## src/rtl/cycleBridgePkg.sv

```systemverilog
// Shared types and constants for the CPU to local bus cycle bridge, referenced by scoped name
package cycleBridgePkg;

    // Width of both data buses, fixed by the local expansion bus
    localparam int DATA_W = 32;

    // Transfer size as driven on the CPU SIZ pins
    typedef logic [1:0] sizeT;

    localparam sizeT sizeLong = 2'b00;
    localparam sizeT sizeByte = 2'b01;
    localparam sizeT sizeWord = 2'b10;
    localparam sizeT sizeLine = 2'b11;

    // Local address bits for the two halves of a split long word
    localparam logic [1:0] firstWordAddr = 2'b00;
    localparam logic [1:0] secondWordAddr = 2'b10;

    // Request captured at a forwarded CPU transfer start
    typedef struct packed {
        logic [1:0] addrLow;
        sizeT       siz;
        // High for a read from the local bus
        logic       rnw;
        // High when the addressed local port is only 16 bits wide
        logic       portWord;
    } cpuReqT;

    // State of the local cycle as seen by the data path
    typedef struct packed {
        // A local cycle is running
        logic       active;
        // Set while the lower half of a split long word is moved
        logic       secondWord;
        // Address bits driven onto A_LOCAL
        logic [1:0] addrLow;
    } localCycleT;

    // Sequencer phases
    // Single covers a byte, word or long access that needs one local cycle
    // A split walks firstWord, gap and secondWord
    typedef enum logic [2:0] {
        idle       = 3'd0,
        single     = 3'd1,
        firstWord  = 3'd2,
        gap        = 3'd3,
        secondWord = 3'd4
    } phaseT;

    // Line transfers reach the local bus as plain long words
    function automatic logic sizeIsLong(input sizeT siz);
        return (siz == sizeLong) || (siz == sizeLine);
    endfunction

endpackage

```

## src/rtl/cpuBusFront.sv

```systemverilog
// CPU bus front end that qualifies each transfer start and hands a sized request to the sequencer
`timescale 1ns/1ps

module cpuBusFront (
    input  logic                   CLK80,
    input  logic                   RESETn,
    input  logic                   TS_CPUn,
    input  logic                   RnW,
    input  cycleBridgePkg::sizeT   SIZ,
    input  logic [1:0]             A_040,
    input  logic                   PORTSIZE,
    input  logic                   BGn,
    input  logic                   LBENn,
    output cycleBridgePkg::cpuReqT req,
    output logic                   reqValid,
    output logic                   split
);

    ////////////////////
    // Transfer start
    ////////////////////

    // A cycle goes out to the local bus only when the CPU owns the bus
    // and the address does not decode to on-board memory
    // LBENn low means the on-board SDRAM answers the cycle itself
    logic forward;

    // Long and line sizes both move 32 bits in one CPU cycle
    logic longSize;

    assign forward = !TS_CPUn && !BGn && LBENn;
    assign longSize = cycleBridgePkg::sizeIsLong(SIZ);

    // Control flags
    // ReqValid is a single cycle pulse that follows the CPU TS pulse by one clock
    // Split marks a long word that has to be cut into two word cycles
    always_ff @(posedge CLK80) begin
        if (!RESETn) begin
            reqValid <= 1'b0;
            split <= 1'b0;
        end else begin
            reqValid <= forward;
            if (forward) begin
                // A word port cannot take 32 bits at once
                split <= longSize && PORTSIZE;
            end
        end
    end

    ////////////////////
    // Request capture
    ////////////////////

    // The request fields stay stable until the next forwarded start
    // The CPU keeps only one cycle open, so the sequencer may read them
    // at any point of the running cycle
    always_ff @(posedge CLK80) begin
        if (forward) begin
            req.addrLow <= A_040;
            req.siz <= SIZ;
            req.rnw <= RnW;
            req.portWord <= PORTSIZE;
        end
    end

    // TS from the CPU lasts one clock, so two starts never touch
    reqPulseSingle: assert property (
        @(posedge CLK80) disable iff (!RESETn)
        reqValid |=> !reqValid
    ) else $error("reqValid held high for two cycles");

endmodule

```

## src/rtl/cycleBridge.sv

```systemverilog
// Top level of the 68040 to local expansion bus cycle bridge, wiring front end, sequencer and data path
`timescale 1ns/1ps

module cycleBridge #(
    parameter int dataW = cycleBridgePkg::DATA_W
) (
    input  logic                 CLK80,
    input  logic                 RESETn,

    // CPU bus
    input  logic                 TS_CPUn,
    input  logic                 RnW,
    input  cycleBridgePkg::sizeT SIZ,
    input  logic [1:0]           A_040,
    input  logic                 BGn,
    input  logic                 LBENn,
    input  logic                 PORTSIZE,
    input  logic [dataW-1:0]     dataCpuIn,
    output logic [dataW-1:0]     dataCpuOut,
    output logic                 TAn,
    output logic                 TBI_CPUn,

    // Local expansion bus
    output logic                 TSn,
    input  logic                 TACKn,
    output logic [1:0]           A_LOCAL,
    input  logic [dataW-1:0]     dataLocalIn,
    output logic [dataW-1:0]     dataLocalOut
);

    cycleBridgePkg::cpuReqT     req;
    cycleBridgePkg::localCycleT cyc;
    logic reqValid;
    logic split;
    logic holdUpper;

    ////////////////////
    // Transfer start
    ////////////////////

    cpuBusFront front (
        .CLK80(CLK80), .RESETn(RESETn), .TS_CPUn(TS_CPUn), .RnW(RnW), .SIZ(SIZ),
        .A_040(A_040), .PORTSIZE(PORTSIZE), .BGn(BGn), .LBENn(LBENn),
        .req(req), .reqValid(reqValid), .split(split)
    );

    ////////////////////
    // Cycle sequencing
    ////////////////////

    cycleSequencer sequencer (
        .CLK80(CLK80), .RESETn(RESETn), .req(req), .reqValid(reqValid), .split(split),
        .TACKn(TACKn), .TSn(TSn), .TAn(TAn), .TBI_CPUn(TBI_CPUn),
        .cyc(cyc), .holdUpper(holdUpper)
    );

    // Local address follows the sequencer so both halves of a split are placed
    assign A_LOCAL = cyc.addrLow;

    ////////////////////
    // Data pass through
    ////////////////////

    laneSteering #(
        .dataW(dataW)
    ) lanes (
        .CLK80(CLK80), .RESETn(RESETn), .cyc(cyc), .rnw(req.rnw), .holdUpper(holdUpper),
        .TACKn(TACKn), .dataCpuIn(dataCpuIn), .dataCpuOut(dataCpuOut),
        .dataLocalIn(dataLocalIn), .dataLocalOut(dataLocalOut)
    );

endmodule

```

## src/rtl/cycleSequencer.sv

```systemverilog
// Local cycle state machine that turns each CPU request into one or two local bus cycles
`timescale 1ns/1ps

module cycleSequencer (
    input  logic                       CLK80,
    input  logic                       RESETn,
    input  cycleBridgePkg::cpuReqT     req,
    input  logic                       reqValid,
    input  logic                       split,
    input  logic                       TACKn,
    output logic                       TSn,
    output logic                       TAn,
    output logic                       TBI_CPUn,
    output cycleBridgePkg::localCycleT cyc,
    output logic                       holdUpper
);

    cycleBridgePkg::phaseT phase;

    // Set in the cycle whose acknowledge ends the whole CPU transfer
    logic lastAck;

    ////////////////////
    // Cycle end
    ////////////////////

    // The first acknowledge of a split only closes the upper half
    // It latches the upper word and never reaches the CPU
    assign holdUpper = (phase == cycleBridgePkg::firstWord) && !TACKn;

    // Gap is the start cycle of the second half
    // A fast responder may already answer in it
    assign lastAck = !TACKn && ((phase == cycleBridgePkg::single) ||
                                (phase == cycleBridgePkg::gap) ||
                                (phase == cycleBridgePkg::secondWord));

    ////////////////////
    // State machine
    ////////////////////

    always_ff @(posedge CLK80) begin
        if (!RESETn) begin
            phase <= cycleBridgePkg::idle;
            TSn <= 1'b1;
            TAn <= 1'b1;
            TBI_CPUn <= 1'b1;
            cyc <= '0;
        end else begin
            // Strobes are one clock wide unless a branch below asserts them
            TSn <= 1'b1;
            TAn <= 1'b1;
            TBI_CPUn <= 1'b1;

            case (phase)
                cycleBridgePkg::idle: begin
                    // Acknowledges that show up here belong to nobody
                    if (reqValid) begin
                        TSn <= 1'b0;
                        cyc.active <= 1'b1;
                        cyc.secondWord <= 1'b0;
                        if (split) begin
                            // Upper word first, placed at offset 0 of the word port
                            cyc.addrLow <= cycleBridgePkg::firstWordAddr;
                            phase <= cycleBridgePkg::firstWord;
                        end else begin
                            cyc.addrLow <= req.addrLow;
                            phase <= cycleBridgePkg::single;
                        end
                    end
                end

                cycleBridgePkg::firstWord: begin
                    // Start the lower half right behind the first acknowledge
                    if (!TACKn) begin
                        TSn <= 1'b0;
                        cyc.secondWord <= 1'b1;
                        cyc.addrLow <= cycleBridgePkg::secondWordAddr;
                        phase <= cycleBridgePkg::gap;
                    end
                end

                cycleBridgePkg::gap: begin
                    if (TACKn) begin
                        phase <= cycleBridgePkg::secondWord;
                    end
                end

                cycleBridgePkg::single,
                cycleBridgePkg::secondWord: begin
                    // Wait here for as long as the responder needs
                end

                default: begin
                    phase <= cycleBridgePkg::idle;
                end
            endcase

            // One TA per CPU cycle, with burst inhibit on word ports
            if (lastAck) begin
                TAn <= 1'b0;
                TBI_CPUn <= !req.portWord;
                cyc.active <= 1'b0;
                cyc.secondWord <= 1'b0;
                phase <= cycleBridgePkg::idle;
            end
        end
    end

    // A new start never overlaps the end of the previous CPU cycle
    tsTaApart: assert property (
        @(posedge CLK80) disable iff (!RESETn)
        !(!TSn && !TAn)
    ) else $error("TSn and TAn low in the same cycle");

    // Stray acknowledges in idle must not end a CPU cycle
    idleAckIgnored: assert property (
        @(posedge CLK80) disable iff (!RESETn)
        (phase == cycleBridgePkg::idle) && !TACKn |=> TAn
    ) else $error("TACKn in idle produced a TAn");

endmodule

```

## src/rtl/laneSteering.sv

```systemverilog
// Byte lane steering between CPU and local data buses, with the upper word hold for split reads
`timescale 1ns/1ps

module laneSteering #(
    parameter int dataW = cycleBridgePkg::DATA_W
) (
    input  logic                       CLK80,
    input  logic                       RESETn,
    input  cycleBridgePkg::localCycleT cyc,
    input  logic                       rnw,
    input  logic                       holdUpper,
    input  logic                       TACKn,
    input  logic [dataW-1:0]           dataCpuIn,
    output logic [dataW-1:0]           dataCpuOut,
    input  logic [dataW-1:0]           dataLocalIn,
    output logic [dataW-1:0]           dataLocalOut
);

    localparam int halfW = dataW / 2;

    // Word ports sit on the upper two lanes at offset 0
    // A word at offset 2 lives on the lower CPU lanes and must be moved up
    logic flip;
    logic [dataW-1:0] readSteered;
    logic [dataW-1:0] writeSteered;

    // Upper word of a split read, kept until the second half ends
    logic [halfW-1:0] upperHeld;
    logic upperValid;

    // Any acknowledge that is not the first half of a split closes the CPU cycle
    logic finalAck;

    assign flip = cyc.active && (cyc.addrLow[1] || cyc.secondWord);
    assign finalAck = cyc.active && !TACKn && !holdUpper;

    ////////////////////
    // Lane flip
    ////////////////////

    // Reads copy the upper local lanes onto the lower CPU lanes
    assign readSteered = flip ? {dataLocalIn[dataW-1:halfW], dataLocalIn[dataW-1:halfW]}
                              : dataLocalIn;

    // Writes copy the lower CPU lanes up, the lower local lanes always pass through
    assign writeSteered = flip ? {dataCpuIn[halfW-1:0], dataCpuIn[halfW-1:0]} : dataCpuIn;

    // Bridge keeps its write lanes quiet during reads
    assign dataLocalOut = rnw ? '0 : writeSteered;

    ////////////////////
    // Read hold
    ////////////////////

    always_ff @(posedge CLK80) begin
        if (!RESETn) begin
            upperValid <= 1'b0;
        end else if (holdUpper) begin
            upperValid <= 1'b1;
        end else if (finalAck) begin
            upperValid <= 1'b0;
        end
    end

    // Read data is registered with TA so the CPU samples a stable word
    always_ff @(posedge CLK80) begin
        if (holdUpper) begin
            upperHeld <= dataLocalIn[dataW-1:halfW];
        end
        if (finalAck && rnw) begin
            dataCpuOut <= upperValid ? {upperHeld, readSteered[halfW-1:0]} : readSteered;
        end
    end

    // The second half of a split always finds the upper word in place
    upperBeforeLower: assert property (
        @(posedge CLK80) disable iff (!RESETn)
        cyc.active && cyc.secondWord && !TACKn |-> upperValid
    ) else $error("second word acknowledged without a held upper word");

endmodule

```

## config.mk

```make
export PLATFORM = sky130hd
export DESIGN_NAME = cycleBridge
export DESIGN_NICKNAME = d
export VERILOG_FILES = /design/src/rtl/cycleBridgePkg.sv /design/src/rtl/cpuBusFront.sv /design/src/rtl/cycleBridge.sv /design/src/rtl/cycleSequencer.sv /design/src/rtl/laneSteering.sv
export SDC_FILE = /design/constraint.sdc
export NUM_CORES = 1
export LEC_CHECK = 0
export BUFFER_PORTS_ARGS = -buffer_cell sky130_fd_sc_hd__buf_2
export CAP_MARGIN = 20
export CORE_MARGIN = 1.5
export CORE_UTILIZATION = 40
export CTS_CLUSTER_DIAMETER = 120
export DETAILED_ROUTE_END_ITERATION = 6
export PLACE_DENSITY = 0.71
export SLEW_MARGIN = 25
export SYNTH_ARGS = -nofsm -noshare
export SYNTH_HDL_FRONTEND = slang
export SYNTH_SLANG_ARGS = --single-unit
export TNS_END_PERCENT = 20
```

## constraint.sdc

```tcl
create_clock -name CLK80 -period 4.5 [get_ports CLK80]
set_input_delay 0.45 -clock CLK80 [delete_from_list [all_inputs] [get_ports CLK80]]
set_output_delay 0.45 -clock CLK80 [all_outputs]
set_load 0.1 [all_outputs]
```

==> metrics.md, run 1 <==
| Metric | Value |
|---|---|
| Outcome | `completed` |
| GP Congestion | `0.724` |
| WL met2 | `3.19 mm` |
| Yosys top cell area share | `0.537` |
| Total GRT Usage | `0.174` |
| Site row count | `30` |
| Metal1 wirelength | `2.84 mm` |
| Final hold violations | `0` |
| Top cell type by total area after synthesis | `edfxtp_1` |
| GRT overflow | `0` |
| Hold Crit Class | `in -> reg` |
| Via density | `4.77` |
| Power per Cell Area | `362 nW/um^2` |
| CTS Buf Count | `9` |
| Final setup margin | `1920 ps` |
| Setup crit start | `sequencer.cyc[3]` |
| Cells after synthesis | `257` |
| Initial antenna violation count | `1` |
| Ranking of synthesized cells by area | `edfxtp_1 (54%), nand2_1 (11%), dfxtp_1 (9.0%), mux2_1 (3.9%), nor2b_1 (3.9%)` |
| Clock Skews | `8.21 ps` |
| Max Clock Freq | `0.387 GHz` |
| Pleak | `1.70 nW` |
| CTS max path bufs | `2` |
| Rel. slew slack | `0.340` |
| Synthesized flop and latch total | `65` |
| RR Endpoint | `lanes.dataCpuOut[29]` |
| Final setup vio count | `0` |
| Yosys cell types | `39` |
| Port bufs | `144` |
| Psw | `0.400 mW` |
| Setup Slack @ Placement | `2240 ps` |
| Minimum clock period | `2580 ps` |
| FF-to-FF setup slack | `2480 ps` |
| Total number of vias | `2,378` |
| WL/cell | `13.4 um` |
| Largest net degree at the start of global routing | `34` |
| Setup crit end kind | `primary output` |
| EDFF count, synth | `52` |
| H-tree depth | `3` |
| Synth-to-Final Area Change | `34.6%` |
| Combinational Power Share | `0.156` |
| Synth async-reset ratio | `0` |
| CP arrival | `2130 ps` |
| Wire length on met3 | `575 um` |
| Reg clk slew, reported paths | `70 ps` |
| Ys Warns | `0` |
| Worst-Margin Slew | `990 ps` |
| Net Sw Frac | `0.282` |
| Fillers | `631` |
| FF+latch area | `1820 um^2` |
| Final nets | `474` |
| Drt pass-1 iters | `4` |
| Slew Limit Fails | `0` |
| Share of cells above drive strength 1 | `0.439` |
| First-pass GRT wire length | `10.1 mm` |
| Final period util | `0.574` |
| Clock power frac | `0.377` |
| Critical path class | `reg -> out` |
| Max-cap violations | `0` |
| Die width | `88.3 um` |
| Multi-input logic area | `996 um^2` |
| Final wirelength | `6.70 mm` |
| Starting density of the core | `0.421` |
| Seq pwr share | `0.467` |
| Avg Cell Area, Syn | `11.3 um^2` |
| Setup_tns | `0 ps` |
| Vias in the first global route | `2,217` |
| Post-CTS setup buffers | `0` |
| RSZ-0062 raised after global routing | `no` |
| Clock sink total | `65` |
| Register area share after synthesis | `0.627` |
| Hpwl dp | `4.90 mm` |
| Maximum VDD drop | `0.205 mV` |
| DRT iter0 DRCs | `108` |
| TritonCTS clock tree | `done` |
| Dominant synthesized flop cell | `edfxtp_1` |
| WP data required | `4050 ps` |
| Resized Gates After CTS | `0` |
| Final ANT Viol Nets | `0` |
| End of the critical path | `dataLocalOut[29]` |
| Most frequent cells in the layout | `buf_2 (144), nand2_1 (85), edfxtp_1 (52)` |
| R2r startpoint | `front.req[1]` |
| Number of diodes | `0` |
| Clk_lat worst skew | `340 ps` |
| Vert. Die Dim | `88.3 um` |
| Synth Net Count | `333` |
| DR top layer | `met5` |
| Num ports | `145` |
| Cell Int Power | `1.02 mW` |
| Critical path fanouts, max | `22` |
| Root buffer cell | `clkbuf_8` |
| Core ar. | `6910 um^2` |
| DRC viols | `0` |
| Post-synth design cell area | `2910 um^2` |
| Most common cell after layout, fill and taps aside | `buf_2` |
| Worst R2R Path Depth | `2` |
| Startpoint types | `flip-flop` |
| Die ar. | `7790 um^2` |
| Hold-fix buffers, CTS | `0` |
==> layout make-up <==
| cell class | instances | area share |
|---|---|---|
| Sequential cell | 65 | 0.465 |
| Timing Repair Buffer | 148 | 0.193 |
| Clock buffer | 9 | 0.0316 |
| Multi-Input combinational cell | 173 | 0.254 |
| Clock inverter | 7 | 0.0243 |
| Inverter | 1 | 0.000959 |
| Tap cell | 96 | 0.0307 |
==> power by group through the flow <==
stage | clock network [mW] | logic, mW | registers, mW
finish | 0.535 | 0.222 | 0.662
global route | 0.576 | 0.232 | 0.662
CTS | 0.548 | 0.223 | 0.662
detailed placement | 0 | 0.222 | 0.675
global placement | 0 | 0.220 | 0.675
floorplan | 0 | 0.151 | 0.687
==> critical path, cell delays in order (launching register included) <==
cell and delay, ps:
dfxtp_1 400, o21a_1 400, buf_4 330, nand2_1 90, a21oi_1 120, buf_2 450
==> cell families (layout without fill, tap and decap cells) <==
logic type	count (synthesis)	in the layout	synth area share
AND/OR/NAND/NOR	127	127	0.209
flip-flops	65	65	0.627
AO/OA/AOI/OAI	28	28	0.0607
buffers and inverters	19	165	0.0353
multiplexers	17	17	0.0654
XOR/XNOR	1	1	0.00301
==> flip-flops by register name (all words and copies together) (netlist names) <==
name,flops
front.req,4
front.reqValid,1
front.split,1
lanes.dataCpuOut,32
lanes.upperHeld,16
lanes.upperValid,1
sequencer.TAn,1
sequencer.TBI_CPUn,1
sequencer.TSn,1
sequencer.cyc,4
sequencer.phase,3
==> cells in the mapped netlist (all sizes together) (2+ instances only) <==
library cell	number
o21ai	3
nor2b	18
nor3	2
nand2b	4
dfxtp	13
a21oi	20
nor4b	3
clkbuf	5
edfxtp	52
mux2	16
or3b	2
nor2	4
nand2	85
buf	13
==> through the flow <==
| stage | instances | hold WS, ps | utilization | area, um^2 | total power [mW] |
|---|---|---|---|---|---|
| 2_1_floorplan | 257 | 416 | - | 2910 | 0.838 |
| 3_3_place_gp | 482 | 419 | 0.534 | 3680 | 0.895 |
| 3_5_place_dp | 483 | 438 | 0.535 | 3700 | 0.897 |
| 4_1_cts | 499 | 274 | 0.567 | 3920 | 1.43 |
| 5_1_grt | 499 | 269 | 0.567 | 3920 | 1.47 |
| 6_report | 499 | 293 | 0.567 | 3920 | 1.42 |
==> per-layer routing <==
| metal | track usage | up-vias |
|---|---|---|
| met2 | 0.294 | 116 |
| li1 | - | 1172 |
| met4 | 0.0582 | 2 |
| met3 | 0.0634 | 7 |
| met1 | 0.206 | 1081 |
| met5 | 0 | - |
==> worst min path at each step <==
| stage | from | slack (ps) | to | cells after the start |
|---|---|---|---|---|
| finish | A_040[0] | 290 | front.req[4] | 1 |
| global placement | front.req[0] | 420 | sequencer.TBI_CPUn | 1 |
| detailed placement | front.req[0] | 440 | sequencer.TBI_CPUn | 1 |
| floorplan | front.req[0] | 420 | sequencer.TBI_CPUn | 1 |
| CTS | A_040[0] | 270 | front.req[4] | 1 |
| global route | A_040[0] | 270 | front.req[4] | 1 |
Power figures use the tool's default switching activity.
==> inputs of run 2 (changes only) <==
==> constraint.sdc (replaced) <==
create_clock -name CLK80 -period 2.52 [get_ports CLK80]
set_input_delay 0.252 -clock CLK80 [delete_from_list [all_inputs] [get_ports CLK80]]
set_output_delay 0.252 -clock CLK80 [all_outputs]
set_load 0.1 [all_outputs]
==> metrics.md, run 2 (synthesized netlist as in run 1, its figures left out) <==
| Metric | Value |
|---|---|
| WL/cell | `13.7 um` |
| Via density | `4.65` |
| RSZ-0062 raised after global routing | `no` |
| DRC viols | `0` |
| Drt pass-1 iters | `4` |
| CP arrival | `1930 ps` |
| Minimum clock period | `2180 ps` |
| Max Clock Freq | `0.458 GHz` |
| Num ports | `145` |
| WP data required | `2270 ps` |
| Slowest stage delay, CP | `620 ps` |
| H-tree depth | `3` |
| Share of cells above drive strength 1 | `0.444` |
| Util after Layout | `0.596` |
| Most frequent cells in the layout | `buf_2 (128), nand2_1 (85), edfxtp_1 (52)` |
| Hold_ws | `101 ps` |
| Final wirelength | `6.85 mm` |
| Final hold violations | `0` |
| Site row count | `30` |
| GRT overflow | `0` |
| Final non-filler cell total | `501` |
| Max reg flops | `32` |
| Worst path slowest cell | `o21ai_2` |
| Final nets | `476` |
| Maximum VDD drop | `0.401 mV` |
| Placed cell count | `485` |
| Clock Skews | `7.77 ps` |
| Worst R2R Path Depth | `3` |
| GP Congestion | `0.817` |
| Hpwl dp | `4.97 mm` |
| Number of diodes | `0` |
| Crit-path leading delay family | `compound AO/OA/AOI/OAI gates` |
| Port bufs | `144` |
| Die width | `88.3 um` |
| Setup Slack @ Placement | `657 ps` |
| Largest net degree at the start of global routing | `34` |
| Fillers | `609` |
| Total number of vias | `2,328` |
| Core ar. | `6910 um^2` |
| Die ar. | `7790 um^2` |
| Resized Gates After CTS | `0` |
| First-pass GRT wire length | `10.4 mm` |
| Critical path fanouts, max | `18` |
| Most common cell after layout, fill and taps aside | `buf_2` |
| Setup_tns | `0 ps` |
| Hold Crit Class | `in -> reg` |
| Buffers and inverters on the worst path | `1` |
| Final ANT Viol Nets | `0` |
| Post-CTS setup buffers | `0` |
| Max-cap violations | `0` |
| Vias in the first global route | `2,239` |
| Worst-Margin Slew | `887 ps` |
| Outcome | `completed` |
| Clk_lat worst skew | `330 ps` |
| Synth-to-Final Area Change | `41.6%` |
| Vert. Die Dim | `88.3 um` |
| Grt met3 use | `0.0653` |
| Largest Register | `lanes.dataCpuOut` |
| GR Util met1 | `0.211` |
| Final period util | `0.866` |
| Clock sink total | `65` |
| Crit-path cells | `o21ai_2, nand2_1, a21oi_1, buf_12` |
| Root buffer cell | `clkbuf_8` |
| TritonCTS clock tree | `done` |
| Busiest grt layer | `met2` |
| Power per Cell Area | `575 nW/um^2` |
| Pleak | `1.75 nW` |
| Largest regs | `lanes.dataCpuOut x32, lanes.upperHeld x16` |
| Final setup vio count | `0` |
| CTS max path bufs | `2` |
| RR Endpoint | `lanes.dataCpuOut[1]` |
| Startpoint types | `flip-flop` |
| Hold depth | `1` |
| Final setup margin | `337 ps` |
| Reg clk slew, reported paths | `70 ps` |
| Rel. slew slack | `0.407` |
| Worst hold start | `RnW` |
| Critical path class | `reg -> out` |
| FF-to-FF setup slack | `780 ps` |
| Total GRT Usage | `0.179` |
| Setup crit end kind | `primary output` |
| Starting density of the core | `0.421` |
| M2 GR Usage | `0.310` |
| DRT iter0 DRCs | `104` |
| Hold-fix buffers, CTS | `0` |
| Slew Limit Fails | `0` |
| CTS Buf Count | `9` |
| Initial antenna violation count | `1` |
| R2r startpoint | `sequencer.phase[0]` |
| Hold EP | `front.req[1]` |
-- run 2: area by class of cell --
| cell class | count | area, um^2 | share of cell area |
|---|---|---|---|
| well taps | 96 | 120 | 0.0292 |
| flip-flops and latches | 65 | 1820 | 0.442 |
| repair buffers | 150 | 1010 | 0.244 |
| inverters | 1 | 3.75 | 0.000912 |
| clock inverters | 6 | 35.0 | 0.00851 |
| clock buffers | 10 | 128 | 0.0310 |
| multi-input cells | 173 | 1000 | 0.244 |
-- run 2: report_power, final --
group,leakage (nW),switching [mW],internal [mW]
clock network,0.0835,0.392,0.350
logic,1.10,0.315,0.137
registers,0.574,0.00679,1.17
-- run 2: worst register-to-register path: cells and delay by family, from the launching register on --
kind | cells | cell delay [ps]
simple gates | 2 | 420
flops | 1 | 600
buf+inv | 1 | 370
-- run 2: metrics by stage --
| step | area (um^2) | total power [mW] |
|---|---|---|
| 6_report | 4120 | 2.37 |
| 5_1_grt | 4120 | 2.46 |
| 4_1_cts | 4120 | 2.40 |
| 3_5_place_dp | 3960 | 1.65 |
| 3_3_place_gp | 3960 | 1.65 |
| 2_1_floorplan | 2920 | 1.50 |
-- run 2: worst max-delay path by stage --
stage | start | end | slack (ps) | depth (start not counted)
floorplan | sequencer.cyc[2] | dataLocalOut[18] | -50 | 4
global placement | sequencer.cyc[2] | dataLocalOut[31] | 730 | 4
detailed placement | sequencer.cyc[2] | dataLocalOut[26] | 660 | 4
CTS | sequencer.cyc[2] | dataLocalOut[26] | 280 | 4
global route | sequencer.cyc[2] | dataLocalOut[22] | 200 | 4
finish | sequencer.cyc[2] | dataLocalOut[22] | 340 | 4
-- run 2: metal layers --
| metal | part of all wire | vias up | wire, um |
|---|---|---|---|
| met5 | 0 | - | 0 |
| met4 | 0.0048 | 0 | 33 |
| met3 | 0.089 | 4 | 608 |
| met2 | 0.50 | 107 | 3420 |
| met1 | 0.41 | 1041 | 2780 |
| li1 | - | 1176 | - |
==> inputs of run 3 (changes only) <==
--- a/config.mk
+++ b/config.mk
@@ -7,7 +7,7 @@
 export LEC_CHECK = 0
 export BUFFER_PORTS_ARGS = -buffer_cell sky130_fd_sc_hd__buf_2
 export CAP_MARGIN = 20
-export CORE_MARGIN = 1.5
+export CORE_MARGIN = 1
 export CORE_UTILIZATION = 40
 export CTS_CLUSTER_DIAMETER = 120
 export DETAILED_ROUTE_END_ITERATION = 6
==> metrics.md, run 3 (synthesized netlist as in run 1, its figures left out) <==
| Metric | Value |
|---|---|
| Final non-filler cell total | `501` |
| RSZ-0062 raised after global routing | `no` |
| Clock sink total | `65` |
| Most common cell after layout, fill and taps aside | `buf_2` |
| Critical path fanouts, max | `18` |
| Setup_tns | `0 ps` |
| WL/cell | `13.2 um` |
| H-tree depth | `3` |
| Pleak | `1.76 nW` |
| Outcome | `completed` |
| Hold-fix buffers, CTS | `0` |
| Hold Crit Class | `in -> reg` |
| GP Congestion | `0.752` |
| Power per Cell Area | `593 nW/um^2` |
| Starting density of the core | `0.421` |
| Final wirelength | `6.61 mm` |
| Max Clock Freq | `0.462 GHz` |
| Slew Limit Fails | `0` |
| Hpwl dp | `4.72 mm` |
| Crit-path leading delay family | `compound AO/OA/AOI/OAI gates` |
| Crit-path cells | `o21ai_2, nand2_1, a21oi_1, buf_12` |
| Placed cell count | `485` |
| Max reg flops | `32` |
| Total number of vias | `2,348` |
| Most frequent cells in the layout | `buf_2 (128), nand2_1 (85), edfxtp_1 (52)` |
| Core ar. | `6910 um^2` |
| Critical path class | `reg -> out` |
| DRC viols | `0` |
| Initial antenna violation count | `1` |
| Root buffer cell | `clkbuf_8` |
| Post-CTS setup buffers | `0` |
| Minimum clock period | `2160 ps` |
| Hold depth | `1` |
| Reg clk slew, reported paths | `70 ps` |
| Util after Layout | `0.600` |
| Max-cap violations | `0` |
| Via density | `4.69` |
| Total GRT Usage | `0.178` |
| Clk_lat worst skew | `330 ps` |
| Final period util | `0.859` |
| Fillers | `621` |
| Resized Gates After CTS | `0` |
| Crit path depth | `4` |
| Die ar. | `7610 um^2` |
| Hold_ws | `92.5 ps` |
| DRT iter0 DRCs | `81` |
| Die width | `87.3 um` |
| Worst path slowest cell | `o21ai_2` |
| CTS max path bufs | `2` |
| Num ports | `145` |
| Number of diodes | `0` |
| Site row count | `30` |
| Share of cells above drive strength 1 | `0.444` |
| Final nets | `476` |
| Rel. slew slack | `0.421` |
| CP arrival | `1910 ps` |
| Worst R2R Path Depth | `3` |
| Synth-to-Final Area Change | `42.4%` |
| Maximum VDD drop | `0.269 mV` |
| First-pass GRT wire length | `10.1 mm` |
| Final hold violations | `0` |
| Drt pass-1 iters | `4` |
| Final setup vio count | `0` |
| Largest regs | `lanes.dataCpuOut x32, lanes.upperHeld x16` |
| WP data required | `2270 ps` |
| Final ANT Viol Nets | `0` |
| GRT overflow | `0` |
| Slowest stage delay, CP | `620 ps` |
| Buffers and inverters on the worst path | `1` |
| Clock Skews | `8.89 ps` |
| Vert. Die Dim | `87.3 um` |
| Largest Register | `lanes.dataCpuOut` |
| CTS Buf Count | `9` |
| Setup crit end kind | `primary output` |
| TritonCTS clock tree | `done` |
| Worst-Margin Slew | `867 ps` |
| Final Total Pwr | `2.46 mW` |
| Startpoint types | `flip-flop` |
| Largest net degree at the start of global routing | `34` |
| Port bufs | `144` |
| Vias in the first global route | `2,175` |
==> run 3: worst reg2reg max path, delay by kind of cell, from the launching register on <==
family | cells | cell delay [ps]
buffers and inverters | 1 | 370
DFF | 1 | 610
and+or+nand+nor | 2 | 400
==> run 3: power breakdown <==
group / switching [mW] / internal (mW)
Combinational: 0.314 / 0.137
Clock: 0.379 / 0.450
Sequential: 0.00690 / 1.17
Total: 0.700 / 1.76
==> run 3: metrics by stage <==
stage / setup WS (ps) / area [um^2]
global placement: 726 / 3960
CTS: 325 / 4140
finish: 356 / 4140
floorplan: -47.8 / 2920
detailed placement: 694 / 3960
global route: 156 / 4140
==> run 3: path summary, 6_finish.rpt <==
| path | from | endpoint | slack (ps) |
|---|---|---|---|
| max | sequencer.cyc[2] | dataLocalOut[19] | 360 |
| min | A_040[0] | front.req[4] | 90 |
| max reg2reg | sequencer.phase[0] | lanes.dataCpuOut[0] | 770 |
| min reg2reg | front.req[0] | sequencer.TBI_CPUn | 430 |
==> run 3: layout make-up <==
| cell class | count | area (um^2) | area share |
|---|---|---|---|
| clock inverter | 6 | 58.8 | 0.0142 |
| multi-input combinational | 173 | 1000 | 0.242 |
| tap | 96 | 120 | 0.0290 |
| sequential | 65 | 1820 | 0.440 |
| clock buffer | 10 | 128 | 0.0308 |
| timing repair buffer | 150 | 1010 | 0.243 |
| inverter | 1 | 3.75 | 0.000906 |
==> run 3: routing by layer <==
metal	track usage	routed length, um	vias to the layer above
met5	0	0	-
met4	0.0745	80	0
met3	0.0626	538	8
met2	0.293	3200	106
met1	0.211	2790	1061
li1	-	-	1173
